<file path="src/icache_pkg.sv">
// ==================================================
// icache shared widths, vector types, controller
// states and AXI read response codes
// ==================================================
package icache_pkg;

    localparam int ADDR_W   = 32;
    localparam int INST_W   = 32;
    localparam int LINE_W   = 64;
    localparam int RESP_W   = 2;

    // byte offset bits inside one 8-byte line
    localparam int OFFSET_W = 3;

    // ==================================================
    // vector types
    // ==================================================
    typedef logic [ADDR_W-1:0] addr_t;
    typedef logic [INST_W-1:0] inst_t;
    typedef logic [LINE_W-1:0] line_t;
    typedef logic [RESP_W-1:0] axi_resp_t;

    // AXI4 xRESP encodings
    localparam axi_resp_t AXI_OKAY   = 2'b00;
    localparam axi_resp_t AXI_EXOKAY = 2'b01;
    localparam axi_resp_t AXI_SLVERR = 2'b10;
    localparam axi_resp_t AXI_DECERR = 2'b11;

    // ==================================================
    // miss FSM
    // ==================================================
    typedef enum logic [1:0] {
        // accepting requests
        IDLE,
        // AR pending
        ADDR,
        // waiting for R beat
        DATA
    } ctrl_state_e;

endpackage

</file>
<file path="src/icache_ctrl.sv">
// ==================================================
// icache controller: request accept, miss FSM,
// AXI read master, flush and response forming
// ==================================================
`timescale 1ns/1ps

module icache_ctrl import icache_pkg::*; (
    input  logic      clk,
    input  logic      rst,
    input  logic      req_valid,
    output logic      req_ready,
    input  addr_t     req_pc,
    input  logic      flush,
    input  logic      hit,
    input  logic      hit_way,
    input  logic      victim_way,
    output logic      alloc,
    output logic      rd_en,
    input  inst_t     rd_inst,
    output logic      fill,
    output addr_t     fill_pc,
    output logic      fill_way,
    output logic      ar_valid,
    input  logic      ar_ready,
    output addr_t     ar_addr,
    input  logic      r_valid,
    output logic      r_ready,
    input  line_t     r_data,
    input  axi_resp_t r_resp,
    output logic      resp_valid,
    output inst_t     resp_inst,
    output logic      resp_error
);

    ctrl_state_e state_q;
    ctrl_state_e state_d;

    logic  accept;
    logic  ar_hs;
    logic  r_hs;
    addr_t miss_addr_q;
    logic  miss_way_q;
    logic  miss_hi_q;
    logic  drop_q;
    logic  resp_pend_q;
    logic  resp_hit_q;
    inst_t refill_inst_q;
    logic  refill_err_q;

    assign req_ready = (state_q == IDLE) && !flush;
    assign accept    = req_valid && req_ready;
    assign ar_hs     = ar_valid && ar_ready;
    assign r_hs      = r_valid && r_ready;

    assign rd_en     = accept && hit;
    assign alloc     = accept && !hit;

    // ==================================================
    // miss FSM
    // ==================================================
    always_comb begin
        state_d = state_q;
        unique case (state_q)
            IDLE: begin
                if (alloc) begin
                    state_d = ADDR;
                end
            end
            ADDR: begin
                if (ar_hs) begin
                    state_d = DATA;
                end
            end
            DATA: begin
                if (r_hs) begin
                    state_d = IDLE;
                end
            end
            default: state_d = IDLE;
        endcase
    end

    always_ff @(posedge clk) begin
        if (rst) begin
            state_q <= IDLE;
        end else begin
            state_q <= state_d;
        end
    end

    // line address, way and word of the outstanding miss
    always_ff @(posedge clk) begin
        if (alloc) begin
            miss_addr_q <= {req_pc[ADDR_W-1:OFFSET_W], {OFFSET_W{1'b0}}};
            miss_way_q  <= victim_way;
            miss_hi_q   <= req_pc[2];
        end
    end

    // ==================================================
    // AXI AR / R
    // ==================================================
    assign ar_valid = (state_q == ADDR);
    assign ar_addr  = miss_addr_q;
    assign r_ready  = (state_q == DATA);

    assign fill     = r_hs && (r_resp == AXI_OKAY);
    assign fill_pc  = miss_addr_q;
    assign fill_way = miss_way_q;

    always_ff @(posedge clk) begin
        if (r_hs) begin
            refill_inst_q <= miss_hi_q ? r_data[LINE_W-1:INST_W] : r_data[INST_W-1:0];
            refill_err_q  <= (r_resp != AXI_OKAY);
        end
    end

    // flush during a miss lets the bus finish but mutes the answer
    always_ff @(posedge clk) begin
        if (rst) begin
            drop_q <= 1'b0;
        end else if (r_hs) begin
            drop_q <= 1'b0;
        end else if (flush && (state_q != IDLE)) begin
            drop_q <= 1'b1;
        end
    end

    // ==================================================
    // response
    // ==================================================
    always_ff @(posedge clk) begin
        if (rst) begin
            resp_pend_q <= 1'b0;
            resp_hit_q  <= 1'b0;
        end else begin
            resp_pend_q <= rd_en || (r_hs && !drop_q && !flush);
            resp_hit_q  <= rd_en;
        end
    end

    assign resp_valid = resp_pend_q && !flush;
    assign resp_inst  = resp_hit_q ? rd_inst : refill_inst_q;
    assign resp_error = resp_valid && !resp_hit_q && refill_err_q;

    assert property (@(posedge clk) disable iff (rst)
        ar_valid && !ar_ready |=> ar_valid && $stable(ar_addr))
        else $error("ctrl: AR dropped or changed before ar_ready");

    assert property (@(posedge clk) disable iff (rst) flush |=> !resp_valid)
        else $error("ctrl: response after flush");

endmodule

</file>
<file path="config.mk">
export PLATFORM = sky130hd
export DESIGN_NAME = icache_ctrl
export DESIGN_NICKNAME = d
export VERILOG_FILES = /design/src/icache_pkg.sv /design/src/icache_ctrl.sv
export SDC_FILE = /design/constraint.sdc
export NUM_CORES = 1
export LEC_CHECK = 0
export BUFFER_PORTS_ARGS = -buffer_cell sky130_fd_sc_hd__buf_4
export CAP_MARGIN = 20
export CORE_ASPECT_RATIO = 0.75
export CORE_MARGIN = 4
export CORE_UTILIZATION = 28
export CTS_BUF_LIST = sky130_fd_sc_hd__clkbuf_2
export CTS_CLUSTER_SIZE = 25
export DETAILED_ROUTE_END_ITERATION = 10
export MAX_ROUTING_LAYER = met4
export PLACE_DENSITY = 0.66
export SETUP_SLACK_MARGIN = 0.2
export SYNTH_ARGS = -nofsm -noshare
export SYNTH_HDL_FRONTEND = slang
export SYNTH_SLANG_ARGS = --single-unit
export TNS_END_PERCENT = 100
</file>
<file path="constraint.sdc">
create_clock -name clk -period 4.7 [get_ports clk]
set_input_delay 0.235 -clock clk [delete_from_list [all_inputs] [get_ports clk]]
set_output_delay 0.235 -clock clk [all_outputs]
set_load 0.05 [all_outputs]
</file>
Word level (Yosys, flattened, before mapping)
Cells that the tools add are included.
{"block": "totals", "elab_cells": 44, "output_inout_bits": 105, "in_bits": 139, "register_bits": 69}
{"block": "op_classes", "reduce_logical": 24, "eq_ne": 5, "muxes": 6}
{"op": "$mux W32", "count": 2}
{"op": "$logic_and A1 B1 Y1", "count": 13}
{"op": "$mux W2", "count": 3}
{"op": "$pmux W2 S3", "count": 1}
{"op": "$logic_not A1 Y1", "count": 4}
{"op": "$logic_not A2 Y1", "count": 2}
{"op": "$ne A2 B1 Y1 const B", "count": 2}
{"op": "$reduce_bool A2 Y1", "count": 2}
{"op": "$reduce_and A3 Y1", "count": 1}
{"op": "$eq A2 B1 Y1 const B", "count": 1}
{"op": "$eq A2 B2 Y1 const B", "count": 1}
{"op": "$ne A2 B2 Y1 const B", "count": 1}
{"op": "$reduce_or A2 Y1", "count": 1}
{"op": "$logic_or A1 B1 Y1", "count": 1}

Longest topological paths before layout
{"block": "depth", "ltp_word": 6, "depth_mapped": 3, "depth_no_buf": 2}

Least setup slack after synthesis
Ideal clock, no wire load.
{"block": "synth_timing", "path_type": "reg-to-reg", "from": "register state_q[0]", "to": "register miss_addr_q[10] (netlist: ar_addr[10]), enable pin", "n_path_buf": 0, "setup_slack_ns": 1.403, "t_required_ns": 4.251, "t_arrival_ns": 2.848, "synth_period_minus_slack_ns": 3.297, "stages_incl_launch_ff": 3, "setup_time_ns": 0.449, "path_cell_list": "dfxtp_1 -> or4b_4 -> nor2_1"}
{"block": "synth_via", "elab_chain_len": 4}
{"item": "start, declared", "line": "icache_ctrl.sv:35", "source": "ctrl_state_e state_q;"}
{"item": "start signal, assigned", "line": "icache_ctrl.sv:87", "source": "state_q <= state_d;"}
{"item": "$logic_not A2 Y1", "line": "icache_ctrl.sv:50", "source": "assign req_ready = (state_q == IDLE) && !flush;"}
{"item": "$logic_and A1 B1 Y1", "line": "icache_ctrl.sv:50"}
{"item": "$logic_and A1 B1 Y1", "line": "icache_ctrl.sv:51", "source": "assign accept = req_valid && req_ready;"}
{"item": "$logic_and A1 B1 Y1", "line": "icache_ctrl.sv:56", "source": "assign alloc = accept && !hit;"}
{"item": "named net alloc", "line": "icache_ctrl.sv:17", "source": "output logic alloc,"}
{"item": "end signal, assigned", "line": "icache_ctrl.sv:94", "source": "miss_addr_q <= {req_pc[ADDR_W-1:OFFSET_W], {OFFSET_W{1'b0}}};"}
{"item": "end, declared", "line": "icache_ctrl.sv:41", "source": "addr_t miss_addr_q;"}
The timed path passes the listed nets, and every way through them passes these cells.
A chain may end at the register's enable or synchronous reset.

Final worst setup path
{"block": "layout_timing", "from": "register state_q[0]", "to": "output port alloc"}
{"block": "layout_via", "elab_chain_len": 4}
{"item": "$logic_not A2 Y1", "line": "icache_ctrl.sv:50"}
{"item": "$logic_and A1 B1 Y1", "line": "icache_ctrl.sv:50"}
{"item": "$logic_and A1 B1 Y1", "line": "icache_ctrl.sv:51"}
{"item": "$logic_and A1 B1 Y1", "line": "icache_ctrl.sv:56"}
{"item": "end, declared", "line": "icache_ctrl.sv:17"}
No other way between the ends.

==> reports/qor.csv <==
metric,value,unit
routed_via_density,4.26,
fin_worst_skew,36.9,ps
fp.dieArea,13300,sq um
rsz0062_at_grt,false,
cts-root-buf,clkbuf_2,
dp_hpwl,7140,microns
r2r_slack,2680,ps
switching_power,0.372,mW
grt_max_degree,34,
clockBufferDepth,2,
antenna_found_initial,0,
rr_worst_depth,3,
yosysTopAreaCell,edfxtp_1,
ys_warn_count,0,
internal_power,1.10,mW
grt_overflow,0,
ioPinCount,244,
ys_seq_elements,69,
finalHoldViolCount,0,
post_cts_resized,0,
dp.cells,543,
r2r-end,refill_inst_q[11],
maxCapViolations,0,
yosysUniqueCellTypes,26,
finalCritPeriodShare,0.539,
vias,2825,
setup_slack,2170,ps
hp-start,req_valid,
period_needed,2530,ps
clkTransAtPathRegs,190,ps
status,"finished, final reports clean",
vdd_drop_max,0.000125,V
num_antenna_cells,0,
die_y,101,microns
grt_pass1_wl,16100,microns
firstDrtPassIters,4,
cts_max_level,3,
crit_required,4470,ps
synth_common_cells,"64 x edfxtp_1, 62 x mux2_2, 35 x buf_4",
grt_pass1_vias,3118,
setup_violations,0,
crit_type,reg2out,
hold_buffers,104,
tns,0,ps
clock_sinks,69,
track_usage,0.160,
wl,10500,microns
gp_congestion,0.757,
layout-drive-gt1-share,0.616,
powerDensity,241,nW/um^2
die_w,132,microns
initial_core_util,0.291,
max_freq,0.395,GHz
endpoint_kind,output port,
drc,0,
yosysMostFrequentCell,edfxtp_1,
ys_seq_area_frac,0.628,
pre_cts_ws,2740,ps
cp_max_fo,32,
synthFlopType,edfxtp_1,
wl_per_cell,15.8,microns
power_frac_seq,0.472,
relSlewSlack,0.431,
final-instance-count-excl-fill,663,
clkPwrFrac,0.305,
syn_area,3220,sq um
numCtsBuffers,9,
portBuffers,234,
clk_latency,520,ps
nets,657,
syn2layout_area_growth,89.4,%
synth_cells,204,
yosys-top-cells-area,"edfxtp_1 60%, mux2_2 22%, buf_4 8.2%",
start_kind,flop,
cts_tree,built,
postRouteAntennaNets,0,
reg2reg_from,miss_hi_q,
drt_iter0_markers,71,
synth_edf_count,64,
post_cts_buffers,0,
leakagePower,2.63,nW
hold_end,resp_hit_q,
switching_share,0.253,
syn_avg_cell_area,15.8,sq um
combPwrFrac,0.223,
slew_violations,0,
tightest_slew,853,ps
min_path_type,in2reg,
hold_depth,3,
rows,33,
synth.top_cell.area_share,0.597,
arrival,2300,ps
ys_async_sr_fraction,0,
core,11100,sq um
[flip-flops by register name, summed over array words and instances (netlist names)]
| signal | cells |
|---|---|
| miss_hi_q | 1 |
| drop_q | 1 |
| resp_pend_q | 1 |
| ar_addr | 29 |
| state_q | 2 |
| resp_hit_q | 1 |
| refill_inst_q | 32 |
| fill_way | 1 |
| refill_err_q | 1 |
[cell usage in the layout (no fill, tap or decap)]
master | synthesis | routed
and3b_1 | 1 | 1
clkbuf_2 | 0 | 10
dfxtp_2 | 0 | 1
clkinv_4 | 0 | 2
or3_1 | 1 | 1
nor3_1 | 1 | 1
mux2_1 | 2 | 2
mux2_2 | 62 | 62
dfxtp_1 | 5 | 4
o22ai_1 | 1 | 1
dlygate4sd3_1 | 0 | 104
conb_1 | 1 | 6
or3b_2 | 1 | 1
nand2b_1 | 2 | 2
nor2b_1 | 1 | 1
edfxtp_1 | 64 | 64
or2b_1 | 1 | 1
bufinv_16 | 0 | 3
clkinv_1 | 0 | 1
or4b_4 | 1 | 1
buf_4 | 35 | 237
a311oi_1 | 1 | 1
a21oi_1 | 1 | 1
nor2_1 | 6 | 5
or2_2 | 1 | 1
inv_1 | 3 | 3
and2b_2 | 1 | 1
o31ai_2 | 1 | 1
or4b_2 | 1 | 1
nand3b_1 | 2 | 2
nor2_2 | 0 | 1
[kinds of logic after synthesis]
family          Yosys count  synth area share
other cells               1           0.00116
compound gates            4            0.0101
mux                      64             0.224
simple gates             20            0.0408
flops                    69             0.628
buf+inv                  46            0.0967
[metrics by stage]
stage	area [sq um]	hold slack, ps	total power [mW]	util
6_report	6100	128	1.47	0.551
5_1_grt	6100	24.1	1.54	0.551
4_1_cts	6100	61.8	1.49	0.551
3_5_place_dp	4900	414	0.962	0.443
3_3_place_gp	4900	414	0.958	0.443
2_1_floorplan	3240	304	0.846	-
[power groups by stage]
stage	Clock (mW)	Sequential, mW	Combinational (mW)
after global routing	0.493	0.696	0.347
after floorplan	0	0.728	0.118
after global placement	0	0.707	0.251
after detailed placement	0	0.707	0.255
after CTS	0.470	0.694	0.328
final	0.448	0.694	0.329
[layout make-up]
type	instances	area (sq um)
multi-input combinational	94	910
clock inverter	6	111
clock buffer	10	50.0
inverter	3	11.3
fill	922	4960
tap	140	175
sequential	69	2020
timing repair buffer	341	2820
[how the worst max path moves through the flow]
stage          cells past startpoint  slack, ps           to        from
6_report                           4       2170        alloc  state_q[0]
3_3_place_gp                       4       2770        alloc  state_q[1]
3_5_place_dp                       4       2740        alloc  state_q[1]
2_1_floorplan                      2       1400  ar_addr[10]  state_q[0]
5_1_grt                            4       1980        alloc  state_q[1]
4_1_cts                            4       2100        alloc  state_q[1]
[critical path, cell delays in order (launching register included)]
cell	delay, ps
dfxtp_1	420
or4b_4	610
nor2_2	100
buf_4	380
buf_4	280
[per-layer routing]
metal	up-vias	routed length, microns	share of wire	global-route usage
met3	13	622	0.059	0.0544
met2	116	5790	0.55	0.296
met4	0	152	0.015	0.0436
li1	1342	-	-	-
met5	-	0	0	-
met1	1354	3910	0.37	0.163
No activity file was read; power rests on OpenSTA's default activity.
